[src/common/zs_compact_pkg.sv]
package zs_compact_pkg;

	localparam int SLOTS_PER_ZSPAGE = 3;
	localparam int WAY_SHIFT        = 12;  // one zspage per 4 KiB way

	typedef logic [9:0]                  way_idx_t;
	typedef logic [31:0]                 axi_addr_t;
	typedef logic [31:0]                 axi_data_t;
	typedef logic [1:0]                  axi_resp_t;
	typedef logic [7:0]                  page_id_t;
	typedef logic [SLOTS_PER_ZSPAGE-1:0] slot_mask_t;
	typedef logic [1:0]                  slot_idx_t;
	typedef logic [1:0]                  size_cls_t;
	typedef axi_addr_t                   cpage_ptr_t;

	typedef enum logic [3:0] {
		IDLE, RD_SRC_AR, RD_SRC_R, RD_DST_AR, RD_DST_R,
		ISSUE, WAIT_MIG, FINISH, BUS_ERROR
	} ctrl_state_t;

	localparam cpage_ptr_t ZS_OFFSET = 32'd64;  // zspage header ahead of slot 0
	// byte size per class, entry 0 is the smallest
	localparam logic [3:0][15:0] CPAGE_SIZE_TBL = {16'd1280, 16'd1024, 16'd512, 16'd256};
	localparam logic [15:0] FREE_CPAGE_THRESHOLD = 16'd3;
	localparam axi_resp_t   RESP_OKAY            = 2'b00;

	// metadata word fields
	localparam int MD_VLD_LSB  = 0;  // valid mask, 2:0
	localparam int MD_SIZE_LSB = 4;  // size class, 5:4
	localparam int MD_PID_LSB  = 8;  // page ids of slots 0..2, one byte each

	// byte pointer of one slot inside a zspage
	function automatic cpage_ptr_t slot_ptr(way_idx_t way, slot_idx_t slot, size_cls_t cls);
		cpage_ptr_t base;
		cpage_ptr_t size;
		base = cpage_ptr_t'(way) << WAY_SHIFT;
		size = cpage_ptr_t'(CPAGE_SIZE_TBL[cls]);
		return base + ZS_OFFSET + cpage_ptr_t'(slot) * size;
	endfunction

endpackage

[src/common/zs_slot_if.sv]
interface zs_slot_if;
	import zs_compact_pkg::*;

	logic       load;      // take md and way this cycle
	axi_data_t  md;
	way_idx_t   way;
	logic       advance;   // consume the slot picked now

	logic       has_slot;
	cpage_ptr_t slot_ptr;
	page_id_t   page_id;   // only meaningful on the source side

	modport ctrl (
		output load, md, way, advance,
		input  has_slot, slot_ptr, page_id
	);

	modport picker (
		input  load, md, way, advance,
		output has_slot, slot_ptr, page_id
	);

endinterface

[src/compacter/zs_slot_picker.sv]
module zs_slot_picker #(
	parameter bit FIND_FREE = 1'b0  // 0 picks a valid slot, 1 picks an empty one
) (
	input logic       clk_i,
	input logic       rst_ni,
	zs_slot_if.picker slot
);
	import zs_compact_pkg::*;

	slot_mask_t mask_q;
	size_cls_t  cls_q;
	way_idx_t   way_q;
	page_id_t   pid_q [SLOTS_PER_ZSPAGE];

	slot_mask_t cand;
	slot_idx_t  pick;

	assign cand = FIND_FREE ? ~mask_q : mask_q;

	// lowest matching slot wins
	always_comb begin
		pick = '0;
		for (int i = SLOTS_PER_ZSPAGE - 1; i >= 0; i--) begin
			if (cand[i]) begin
				pick = slot_idx_t'(i);
			end
		end
	end

	always_ff @(posedge clk_i or negedge rst_ni) begin
		if (!rst_ni) begin
			mask_q <= '0;
		end else if (slot.load) begin
			mask_q <= slot.md[MD_VLD_LSB +: SLOTS_PER_ZSPAGE];
		end else if (slot.advance) begin
			mask_q <= mask_q ^ (slot_mask_t'(1) << pick);  // source clears, dest sets
		end
	end

	// rest of the metadata word
	always_ff @(posedge clk_i) begin
		if (slot.load) begin
			cls_q <= slot.md[MD_SIZE_LSB +: $bits(size_cls_t)];
			way_q <= slot.way;
			for (int i = 0; i < SLOTS_PER_ZSPAGE; i++) begin
				pid_q[i] <= slot.md[MD_PID_LSB + i * $bits(page_id_t) +: $bits(page_id_t)];
			end
		end
	end

	assign slot.has_slot = |cand;
	assign slot.slot_ptr = slot_ptr(way_q, pick, cls_q);
	assign slot.page_id  = pid_q[pick];

	// the controller only consumes a slot it has seen offered
	a_advance_has_slot: assert property (
		@(posedge clk_i) disable iff (!rst_ni)
		slot.advance |-> slot.has_slot
	);

endmodule

[src/compacter/zs_compact_ctrl.sv]
module zs_compact_ctrl (
	input  logic                       clk_i,
	input  logic                       rst_ni,
	input  logic                       decomp_done,
	input  logic                       compact_trig,
	input  zs_compact_pkg::way_idx_t   ifl_head,
	input  zs_compact_pkg::way_idx_t   ifl_tail,

	output zs_compact_pkg::axi_addr_t  araddr,
	output logic                       arvalid,
	input  logic                       arready,
	input  zs_compact_pkg::axi_data_t  rdata,
	input  zs_compact_pkg::axi_resp_t  rresp,
	input  logic                       rvalid,
	output logic                       rready,

	output logic                       mig_valid,
	input  logic                       mig_ready,
	output zs_compact_pkg::cpage_ptr_t mig_src_ptr,
	output zs_compact_pkg::cpage_ptr_t mig_dst_ptr,
	output zs_compact_pkg::page_id_t   mig_page_id,

	output logic                       compact_req,
	output logic                       compact_done,
	output logic                       src_freed,
	output logic                       dst_full,
	output logic                       bus_error,

	zs_slot_if.ctrl                    src,
	zs_slot_if.ctrl                    dst
);
	import zs_compact_pkg::*;

	ctrl_state_t state_q;
	logic [15:0] free_cnt_q;  // decompressions since last compaction
	way_idx_t    src_way_q;
	way_idx_t    dst_way_q;

	logic start;
	logic beat_ok;
	logic beat_err;
	logic both_slots;
	logic issue_go;

	assign start      = compact_trig && (ifl_head != ifl_tail);  // need two zspages
	assign beat_ok    = rvalid && rready && (rresp == RESP_OKAY);
	assign beat_err   = rvalid && rready && (rresp != RESP_OKAY);
	assign both_slots = src.has_slot && dst.has_slot;
	assign issue_go   = (state_q == ISSUE) && both_slots;

	// read channel, tail first then head
	assign arvalid = (state_q == RD_SRC_AR) || (state_q == RD_DST_AR);
	assign rready  = (state_q == RD_SRC_R) || (state_q == RD_DST_R);
	assign araddr  = axi_addr_t'((state_q == RD_DST_AR) ? dst_way_q : src_way_q) << WAY_SHIFT;

	assign src.load    = beat_ok && (state_q == RD_SRC_R);
	assign dst.load    = beat_ok && (state_q == RD_DST_R);
	assign src.md      = rdata;
	assign dst.md      = rdata;
	assign src.way     = src_way_q;
	assign dst.way     = dst_way_q;
	assign src.advance = issue_go;
	assign dst.advance = issue_go;

	assign mig_valid = (state_q == WAIT_MIG);  // payload held in regs below

	always_ff @(posedge clk_i or negedge rst_ni) begin
		if (!rst_ni) begin
			state_q <= IDLE;
		end else begin
			case (state_q)
				IDLE: if (start) state_q <= RD_SRC_AR;
				RD_SRC_AR: if (arready) state_q <= RD_SRC_R;
				RD_SRC_R: begin
					if (beat_err) begin
						state_q <= BUS_ERROR;
					end else if (beat_ok) begin
						state_q <= RD_DST_AR;
					end
				end
				RD_DST_AR: if (arready) state_q <= RD_DST_R;
				RD_DST_R: begin
					if (beat_err) begin
						state_q <= BUS_ERROR;
					end else if (beat_ok) begin
						state_q <= ISSUE;
					end
				end
				ISSUE: state_q <= both_slots ? WAIT_MIG : FINISH;  // nothing to move at all
				WAIT_MIG: begin
					if (mig_ready) begin
						state_q <= both_slots ? ISSUE : FINISH;
					end
				end
				FINISH: state_q <= IDLE;
				BUS_ERROR: state_q <= BUS_ERROR;  // sticky until reset
				default: state_q <= IDLE;
			endcase
		end
	end

	always_ff @(posedge clk_i) begin
		if ((state_q == IDLE) && start) begin
			src_way_q <= ifl_tail;
			dst_way_q <= ifl_head;
		end
		if (issue_go) begin
			mig_src_ptr <= src.slot_ptr;
			mig_dst_ptr <= dst.slot_ptr;
			mig_page_id <= src.page_id;
		end
	end

	always_ff @(posedge clk_i or negedge rst_ni) begin
		if (!rst_ni) begin
			free_cnt_q <= '0;
		end else if (compact_done) begin
			free_cnt_q <= '0;
		end else if (decomp_done && (free_cnt_q != '1)) begin
			free_cnt_q <= free_cnt_q + 16'd1;  // saturates
		end
	end

	assign compact_done = (state_q == FINISH);
	assign compact_req  = (free_cnt_q >= FREE_CPAGE_THRESHOLD) && !compact_done;
	assign src_freed    = compact_done && !src.has_slot;
	assign dst_full     = compact_done && !dst.has_slot;
	assign bus_error    = (state_q == BUS_ERROR);

	a_ar_hold: assert property (
		@(posedge clk_i) disable iff (!rst_ni)
		arvalid && !arready |=> arvalid && $stable(araddr)
	);

	a_mig_hold: assert property (
		@(posedge clk_i) disable iff (!rst_ni)
		mig_valid && !mig_ready |=> mig_valid && $stable({mig_src_ptr, mig_dst_ptr, mig_page_id})
	);

	// one outstanding operation of either kind
	a_ar_mig_excl: assert property (
		@(posedge clk_i) disable iff (!rst_ni)
		!(arvalid && mig_valid)
	);

endmodule

[src/hw/zs_compacter_top.sv]
module zs_compacter_top (
	input  logic                       clk_i,
	input  logic                       rst_ni,

	input  logic                       decomp_done,
	input  logic                       compact_trig,
	input  zs_compact_pkg::way_idx_t   ifl_head,
	input  zs_compact_pkg::way_idx_t   ifl_tail,

	// AXI4-Lite read master
	output zs_compact_pkg::axi_addr_t  araddr,
	output logic                       arvalid,
	input  logic                       arready,
	input  zs_compact_pkg::axi_data_t  rdata,
	input  zs_compact_pkg::axi_resp_t  rresp,
	input  logic                       rvalid,
	output logic                       rready,

	// migrate commands
	output logic                       mig_valid,
	input  logic                       mig_ready,
	output zs_compact_pkg::cpage_ptr_t mig_src_ptr,
	output zs_compact_pkg::cpage_ptr_t mig_dst_ptr,
	output zs_compact_pkg::page_id_t   mig_page_id,

	output logic                       compact_req,
	output logic                       compact_done,
	output logic                       src_freed,
	output logic                       dst_full,
	output logic                       bus_error
);

	zs_slot_if src_slot ();
	zs_slot_if dst_slot ();

	zs_compact_ctrl u_ctrl (
		.clk_i, .rst_ni, .decomp_done, .compact_trig, .ifl_head, .ifl_tail,
		.araddr, .arvalid, .arready, .rdata, .rresp, .rvalid, .rready,
		.mig_valid, .mig_ready, .mig_src_ptr, .mig_dst_ptr, .mig_page_id,
		.compact_req, .compact_done, .src_freed, .dst_full, .bus_error,
		.src (src_slot.ctrl),
		.dst (dst_slot.ctrl)
	);

	zs_slot_picker #(.FIND_FREE(1'b0)) u_src_pick (  // tail zspage, valid pages
		.clk_i,
		.rst_ni,
		.slot (src_slot.picker)
	);

	zs_slot_picker #(.FIND_FREE(1'b1)) u_dst_pick (  // head zspage, free slots
		.clk_i,
		.rst_ni,
		.slot (dst_slot.picker)
	);

endmodule

[config.mk]
export PLATFORM = sky130hd
export DESIGN_NAME = zs_compacter_top
export DESIGN_NICKNAME = d
export VERILOG_FILES = /design/src/common/zs_compact_pkg.sv /design/src/common/zs_slot_if.sv /design/src/compacter/zs_slot_picker.sv /design/src/compacter/zs_compact_ctrl.sv /design/src/hw/zs_compacter_top.sv
export SDC_FILE = /design/constraint.sdc
export NUM_CORES = 1
export LEC_CHECK = 0
export ABC_AREA = 1
export BUFFER_PORTS_ARGS = -buffer_cell sky130_fd_sc_hd__buf_4
export CAP_MARGIN = 20
export CORE_UTILIZATION = 39
export CTS_CLUSTER_DIAMETER = 100
export DETAILED_ROUTE_END_ITERATION = 6
export GPL_ROUTABILITY_DRIVEN = 0
export PLACE_DENSITY = 0.6
export SLEW_MARGIN = 20
export SYNTH_ARGS = -nofsm -noshare
export SYNTH_HDL_FRONTEND = slang
export SYNTH_HIERARCHICAL = 1
export SYNTH_SLANG_ARGS = --single-unit
export TNS_END_PERCENT = 20
[constraint.sdc]
create_clock -name clk_i -period 10 [get_ports clk_i]
set_clock_uncertainty 0.15 [all_clocks]
set_input_delay 2 -clock clk_i [delete_from_list [all_inputs] [get_ports clk_i]]
set_output_delay 2 -clock clk_i [all_outputs]
set_load 0.005 [all_outputs]
# Yosys cells after proc, flatten, opt, wreduce, memory -nomap -nowiden

Memory sizes are Yosys's and may differ from the RTL's. A register that Yosys moved wholly into a read port is not among the register bits.
Cells that the tools add are included.
W data, S select, Z words.

Flip-flop bits (word level): 134
RAM bits: 24
Input bits: 61
Output and inout bits: 112
Memories kept: 1

Memory list:

| memory           | depth | bits a word | read ports | clocked after Yosys merged registers in | wr ports | RTL line             | source |
|---|---|---|---|---|---|---|---|
| u_src_pick.pid_q | 3     | 8           | 1          | 1                                       | 3        | zs_slot_picker.sv:13 | `page_id_t pid_q [SLOTS_PER_ZSPAGE];` |

Add/subtract/negate cells: 5
Multiply operators: 2
Order comparisons: 3
Eq/ne operators: 16
Shift operators: 2
Multiplexer cells: 30
Bitwise logic cells: 3
Reductions and logical operators: 27

Operator list:

| operator                | number |
|---|---|
| $add A32 B18 Y32        | 2 |
| $bmux W16 S2            | 2 |
| $mux W16                | 4 |
| $add A22 B7 Y23 const B | 2 |
| $mul A2 B16 Y18         | 2 |
| $mux W4                 | 8 |
| $pmux W4 S8             | 1 |
| $add A16 B1 Y16 const B | 1 |
| $eq A4 B3 Y1 const B    | 4 |
| $ge A16 B2 Y1 const B   | 1 |
| $ne A16 B16 Y1 const B  | 1 |
| $mux W2                 | 7 |
| $logic_and A1 B1 Y1     | 13 |
| $mux W3                 | 4 |
| $mux W10                | 1 |
| $ne A10 B10 Y1          | 1 |
| $eq A4 B2 Y1 const B    | 2 |
| $reduce_bool A2 Y1      | 4 |
| $lt A2 B3 Y1 const B    | 2 |
| $ne A3 B1 Y1 const B    | 2 |
| $reduce_and A6 Y1       | 1 |
| $reduce_or A3 Y1        | 2 |
| $shl A1 B2 Y3 const A   | 2 |
| $xor A3 B3 Y3           | 2 |
| other kinds (10)        | 17 |

# Depth between registers and ports, before layout

Gate-level depths: netlist of the first run.

Depth after elaboration: 8
Gate-level depth with buffers: 14
Mapped depth without buffers: 14

# Hierarchy

The synthesis of the first run kept the hierarchy.

Modules (own cells, without submodules):

| module                       | instances | cells each | area each (um2) |
|---|---|---|---|
| zs_compact_ctrl              | 1         | 424        | 5086.1 |
| zs_slot_picker at u_src_pick | 1         | 190        | 1984.4 |
| zs_slot_picker at u_dst_pick | 1         | 178        | 1914.3 |

# Worst setup path before layout of the first run

Ideal clock, no wire load.

Path type: in2reg
Start point: input rresp[0]
End point: register u_dst_pick.mask_q[0]
Arrival time: 5394 ps
Setup slack: 4322 ps
Stages on the path: 6
Cells stage by stage: inv_1 nand2_1 nor3_1 inv_1 o21ai_0 o21ai_0

Longest elaborated chain between the ends: 4
Elaborated cells between the ends (all ways): 5

RTL lines:

| element                                              | RTL line               | source |
|---|---|---|
| start, declared                                      | zs_compacter_top.sv:15 | `input zs_compact_pkg::axi_resp_t rresp,` |
| $logic_not A2 Y1 *                                   | zs_compact_ctrl.sv:46  | `assign beat_ok = rvalid && rready && (rresp == RESP_OKAY);` |
| $logic_and A1 B1 Y1 *                                | zs_compact_ctrl.sv:46  |  |
| $logic_and A1 B1 Y1 *                                | zs_compact_ctrl.sv:57  | `assign dst.load = beat_ok && (state_q == RD_DST_R);` |
| via dst_slot.load                                    | zs_slot_if.sv:4        | `logic load;` |
| $mux W3 / $reduce_bool A2 Y1 (equally long branches) | n/a                    |  |
| end signal, assigned                                 | zs_slot_picker.sv:34   | `mask_q <= slot.md[MD_VLD_LSB +: SLOTS_PER_ZSPAGE];` |
| end signal, assigned                                 | zs_slot_picker.sv:36   | `mask_q <= mask_q ^ (slot_mask_t'(1) << pick);` |
| end, declared                                        | zs_slot_picker.sv:10   | `slot_mask_t mask_q;` |

Mark *: on every way through the listed nets, which the timed path passes. The rest lies on a longest branch.
A chain may end at the register's enable or synchronous reset.

# Final worst setup path of the first run

Start point: register u_ctrl.state_q[2]
End point: output araddr[14]

Longest elaborated chain between the ends: 2

RTL lines:

| element                | RTL line               | source |
|---|---|---|
| start, declared        | zs_compact_ctrl.sv:34  | `ctrl_state_t state_q;` |
| start signal, assigned | zs_compact_ctrl.sv:89  | `ISSUE: state_q <= both_slots ? WAIT_MIG : FINISH;` |
| start signal, assigned | zs_compact_ctrl.sv:92  | `state_q <= both_slots ? ISSUE : FINISH;` |
| $eq A4 B2 Y1           | zs_compact_ctrl.sv:54  | `assign araddr = axi_addr_t'((state_q == RD_DST_AR) ? dst_way_q : src_way_q) << WAY_SHIFT;` |
| $mux W10               | zs_compact_ctrl.sv:54  |  |
| end, declared          | zs_compacter_top.sv:11 | `output zs_compact_pkg::axi_addr_t araddr,` |

Every way passes these cells.

==> run metrics, run 1 <==
Total GRT Usage 13.8%; final cell count without fillers 1107; ratio of cells with drive above 1 in the final layout 26.2%; drt first pass iters 4; sw frac 28.7%; TritonCTS Buffers 17; Post-DP HPWL 10100 microns; WP data arrival 2.09 ns; Overflow after GRT 0; Avg Inst Size Synth 11.2 sq um; Root Buffer clkbuf_16; fillers 1827; CP endpoint kind primary output; Buffers on Ports 147; worst-margin pin slew 0.923 ns; DRC 0; Longest Clk Path Bufs 2; clk sinks 166; P_int 1.35 mW; outcome completed; Hold Slack 0.297 ns; drt initial violations 191; Reg clk slew, reported paths 0.06 ns; postcts setup bufs 0; worst skew pair latency 0.41 ns; Max-Cap Viols 0; Tcrit/Tclk final 42.4%; final hold vios 0; first-pass GRT wire length 21400 microns; max-slew violations 0; post-cts hold buffer count 0; Post-Synthesis Cell Area 7900 sq um; Synth warnings 6; RSZ-0062 raised after global routing false; Gate power share 19.3%; Area Overhead vs Synth 19.0%; largest net degree at the start of global routing 78; Slew headroom 38.5%; initial antenna violation count 0; CP Class reg -> out; Site Rows 51; CTS tree yes; Pwr Density 201 nW/um^2; CP max stage delay 0.47 ns; core area 19700 sq um; H-tree depth 4; final WL 13700 microns; crit path cell chain nor2_1, nand3_1, mux2_2, buf_4; dpl cells 1075; Max Clk Rate 236 MHz; Sum Neg Setup Slack 0 ns; CP max FO 11; vias in the first global route 4385; Hold Crit Class reg -> reg; Peak supply drop 0.138 mV; vias after detailed routing 4705; Largest delay share family, worst path simple AND/OR/NAND/NOR gates; DIE HEIGHT 144 microns; wire length per cell 12.4 microns; overall die width 144 microns; required time worst endpoint 7.85 ns; Syn Inst Count 705; initial core utilization 40.2%; Seq pwr share 47.6%; worst path bufs/invs 1; Final setup viols 0; # IOs 173; # diodes 0; Leak 4.02 nW; CP Launch Type flop; vias per inst 4.25; switching power total 0.542 mW; Clk pwr share 33.1%; final core utilization 47.8%; fin nets 903; ANT nets after route 0; Crit-path slowest cell mux2_2; total power 1.89 mW; area of the die 20800 sq um; min cycle time layout 4.24 ns; post-CTS sizing 0
-- worst paths after layout --
kind	to	start	slack [ns]	cells after the start
setup / recovery	araddr[14]	u_ctrl/state_q[2]$_DFFE_PN0P_	5.76	4
hold reg to reg	u_dst_pick/way_q[3]$_DFFE_PP_	u_ctrl/dst.way[3]$_DFFE_PP_	0.30	0
setup reg to reg	u_ctrl/mig_src_ptr[18]$_DFFE_PP_	u_src_pick/cand[1]$_DFFE_PN0P_	7.48	12
min in group asynchronous	u_ctrl/state_q[3]$_DFFE_PN0P_	rst_ni	1.34	1
max in group asynchronous	u_ctrl/free_cnt_q[5]$_DFFE_PN0P_	rst_ni	8.10	1
hold / removal	u_dst_pick/way_q[3]$_DFFE_PP_	u_ctrl/dst.way[3]$_DFFE_PP_	0.30	0
-- power groups by stage --
stage | logic [mW] | clock network, mW | registers [mW]
finish | 0.364 | 0.626 | 0.900
floorplan | 0.255 | 0 | 0.906
global placement | 0.364 | 0 | 0.913
CTS | 0.370 | 0.647 | 0.900
detailed placement | 0.370 | 0 | 0.914
global route | 0.421 | 0.671 | 0.909
-- placed cells by master (no fill, tap or decap), types with 5 or more instances in the layout --
| master | count |
|---|---|
| xnor2_1 | 11 |
| dfrtp_1 | 26 |
| nand3b_1 | 5 |
| o21ai_0 | 13 |
| o31ai_1 | 5 |
| o21ai_1 | 9 |
| inv_6 | 6 |
| nand4_1 | 9 |
| buf_4 | 152 |
| inv_1 | 71 |
| nand3_1 | 31 |
| inv_2 | 5 |
| edfxtp_1 | 140 |
| ha_1 | 11 |
| nor3_1 | 8 |
| conb_1 | 56 |
| clkbuf_16 | 17 |
| nand2_1 | 137 |
| mux2_2 | 10 |
| nor2_1 | 56 |
| xor2_1 | 15 |
| a21oi_1 | 5 |
-- cell type report --
class	instances	area, sq um	area share, %
Sequential cell	166	4850	51.7
Multi-Input combinational cell	414	2210	23.5
Timing Repair Buffer	152	1140	12.1
Clock buffer	18	429	4.57
Tap cell	265	332	3.53
Inverter	78	298	3.17
Clock inverter	14	138	1.46
-- layer usage --
layer	wire length, microns	share of wire (%)	track usage (%)
met1	6160	45	17.5
met2	6570	48	22.1
met3	775	5.7	4.11
met4	208	1.5	5.32
met5	0	0	0
-- state kept, by name, summed over array words and instances (netlist names) --
register / cells
u_dst_pick/cls_q: 2
u_ctrl/free_cnt_q: 16
u_ctrl/mig_page_id: 8
u_src_pick/cand: 3
u_src_pick/way_q: 10
u_ctrl/state_q: 4
u_src_pick/pid_q: 24
u_ctrl/mig_dst_ptr: 32
u_src_pick/cls_q: 2
u_ctrl/src.way: 10
u_ctrl/mig_src_ptr: 32
u_ctrl/dst.way: 10
u_dst_pick/mask_q: 3
u_dst_pick/way_q: 10
-- per-stage QoR --
step                      setup slack, ns  area (sq um)
after global placement               6.17          8830
after detailed placement             6.17          8830
final                                5.76          9400
after CTS                            5.69          9400
after floorplan                      5.15          8090
after global routing                 5.57          9400
-- worst register-to-register path, delay by kind of cell (launching register included) --
| kind | cells | cell delay, ns |
|---|---|---|
| adders and majority gates | 3 | 0.84 |
| and+or+nand+nor | 7 | 0.74 |
| DFF | 1 | 0.42 |
| buffers and inverters | 2 | 0.13 |
Power figures use the tool's default switching activity.
==> run 2: changes to the inputs <==
- PLACE_DENSITY: 0.6 -> 0.62
- clock period: 10 -> 3.57 ns (I/O delays scaled with it)
==> run 2 against run 1 <==
- critical path depth unchanged
- via count up 1.6%
- clock power rose to 2.9 times the previous value
- combinational power rose to 2.8 times the previous value
- total power rose to 2.8 times the previous value
- core utilization up 0.24 points
- sequential share of layout area down 0.26 points
- setup slack worse by 5.1 ns
- sequential cell count unchanged
- wire length down 1.2%
- register-to-register slack worse by 6.4 ns
==> run metrics, run 2 (synthesized netlist as in run 1, its figures left out) <==
drt initial violations 185 (was 191); dpl ws 1.03 ns (was 6.17 ns); switching power total 1.50 mW (was 0.542 mW); P_int 3.84 mW (was 1.35 mW); R2R cell count 12 (unchanged); Overflow after GRT 0 (unchanged); core area 19700 sq um (unchanged); Buffers on Ports 147 (unchanged); first-pass GRT wire length 21300 microns (was 21400 microns); worst skew pair latency 0.42 ns (was 0.41 ns); CTS tree yes (unchanged); postcts setup bufs 0 (unchanged); Hold Slack 0.0518 ns (was 0.297 ns); post-cts hold buffer count 0 (unchanged); vias in the first global route 4362 (was 4385); sw frac 28.1% (was 28.7%); worst-margin pin slew 0.572 ns (was 0.923 ns); Slew headroom 61.8% (was 38.5%); overall die width 144 microns (unchanged); CP max FO 11 (unchanged); Root Buffer clkbuf_16 (unchanged); # IOs 173 (unchanged); required time worst endpoint 2.71 ns (was 7.85 ns); CP max stage delay 0.46 ns (was 0.47 ns); final hold vios 0 (unchanged); Leak 4.05 nW (was 4.02 nW); Clk pwr share 33.7% (was 33.1%); Gate power share 19.1% (was 19.3%); TritonCTS Buffers 17 (unchanged); wire length per cell 12.2 microns (was 12.4 microns); Hold Crit Class in -> async (was reg -> reg); post-CTS sizing 0 (unchanged); Total GRT Usage 13.9% (was 13.8%); min cycle time layout 2.94 ns; CP Class reg -> out (unchanged); CP endpoint kind primary output (unchanged); Post-DP HPWL 10300 microns (was 10100 microns); worst r2r dst u_ctrl/mig_src_ptr[20]$_DFFE_PP_ (was u_ctrl/mig_src_ptr[18]$_DFFE_PP_); final core utilization 48.1% (was 47.8%); Pwr Density 566 nW/um^2 (was 201 nW/um^2); largest net degree at the start of global routing 42 (was 78); vias per inst 4.31 (was 4.25); final WL 13500 microns (was 13700 microns); fin nets 905 (was 903); worst r2r src u_src_pick/cand[1]$_DFFE_PN0P_ (unchanged); ANT nets after route 0 (unchanged); RSZ-0062 raised after global routing false (unchanged); Peak supply drop 0.364 mV (was 0.138 mV); Area after DPL 8860 sq um (was 8830 sq um); Longest Clk Path Bufs 2 (unchanged); DIE HEIGHT 144 microns (unchanged); r2r setup slk 1.05 ns (was 7.48 ns); clk sinks 166 (unchanged); H-tree depth 4 (unchanged); outcome completed (unchanged); Sum Neg Setup Slack 0 ns (unchanged); area of the die 20800 sq um (unchanged); initial antenna violation count 0 (unchanged); crit path cell chain nor2_1, nand3_1, mux2_2, buf_4 (unchanged); Max-Cap Viols 0 (unchanged); Crit-path slowest cell mux2_2 (unchanged); Tcrit/Tclk final 82.3%; Top Registers u_ctrl/mig_dst_ptr x32, u_ctrl/mig_src_ptr x32, u_src_pick/pid_q x24 (unchanged); commonest non-fill, non-tap cell in the layout buf_4 (unchanged); Final Instance Area 9450 sq um (was 9400 sq um); # diodes 0 (unchanged); Reg clk slew, reported paths 0.06 ns (about the same); WP data arrival 2.08 ns (was 2.09 ns); Site Rows 51 (unchanged); Final setup viols 0 (unchanged); vias after detailed routing 4778 (was 4705); CP Launch Type flop (unchanged); ratio of cells with drive above 1 in the final layout 26.5% (was 26.2%); max-slew violations 0 (unchanged); Max Clk Rate 340 MHz; commonest non-fill, non-tap cells in the layout buf_4, edfxtp_1, nand2_1 (unchanged); crit path setup slack, layout 0.631 ns (was 5.76 ns); drt first pass iters 5 (was 4); Area Overhead vs Synth 19.6% (was 19.0%); Seq pwr share 47.2% (was 47.6%); DRC 0 (unchanged); initial core utilization 40.2% (unchanged)
run 2: cell types whose count changed in the layout (fill, tap and decap cells not counted), sizes merged:
cell    delta
bufinv     +1
buf        +2
clkbuf     -1
run 2: power groups by stage:
| stage | registers, mW | clock network (mW) | logic (mW) |
|---|---|---|---|
| floorplan | 2.53 | 0 | 0.716 |
| global placement | 2.56 | 0 | 1.02 |
| detailed placement | 2.56 | 0 | 1.04 |
| CTS | 2.52 | 1.87 | 1.04 |
| global route | 2.55 | 1.94 | 1.17 |
| finish | 2.52 | 1.80 | 1.02 |
run 2: worst max path at each step:
| stage | startpoint | end | slack, ns | depth (start not counted) |
|---|---|---|---|---|
| final | u_ctrl/state_q[2]$_DFFE_PN0P_ | araddr[15] | 0.63 | 4 |
| after floorplan | u_src_pick/cand[1]$_DFFE_PN0P_ | u_src_pick/cand[0]$_DFFE_PN0P_ | 0.02 | 11 |
| after global routing | u_ctrl/state_q[2]$_DFFE_PN0P_ | araddr[17] | 0.45 | 4 |
| after CTS | u_ctrl/state_q[2]$_DFFE_PN0P_ | araddr[15] | 0.57 | 4 |
| after global placement | u_ctrl/state_q[2]$_DFFE_PN0P_ | araddr[15] | 1.03 | 4 |
| after detailed placement | u_ctrl/state_q[2]$_DFFE_PN0P_ | araddr[15] | 1.03 | 4 |
run 2: layer usage:
metal / share of wire, % / wire length (microns) / track usage, %
met1: 44 / 5900 / 16.8
met5: 0 / 0 / 0
met3: 6.5 / 884 / 3.87
met2: 48 / 6540 / 23.1
met4: 1.6 / 214 / 6.09
run 2: critical path, delay by kind of cell, from the launching register on:
kind	cells	cell delay (ns)
AND/OR/NAND/NOR	2	0.64
multiplexers	1	0.46
flip-flops	1	0.43
buffers and inverters	1	0.14
run 2: final cells by class:
type	count	area [sq um]
tap	265	332
inverter	78	298
timing repair buffer	154	1170
clock inverter	15	161
sequential	166	4850
clock buffer	17	425
fill	1835	10200
multi-input combinational	414	2210
run 2: stage by stage:
stage | instances | total power [mW]
after global placement | 1077 | 3.58
after global routing | 1109 | 5.66
after CTS | 1109 | 5.43
after floorplan | 756 | 3.25
final | 1109 | 5.35
after detailed placement | 1077 | 3.60
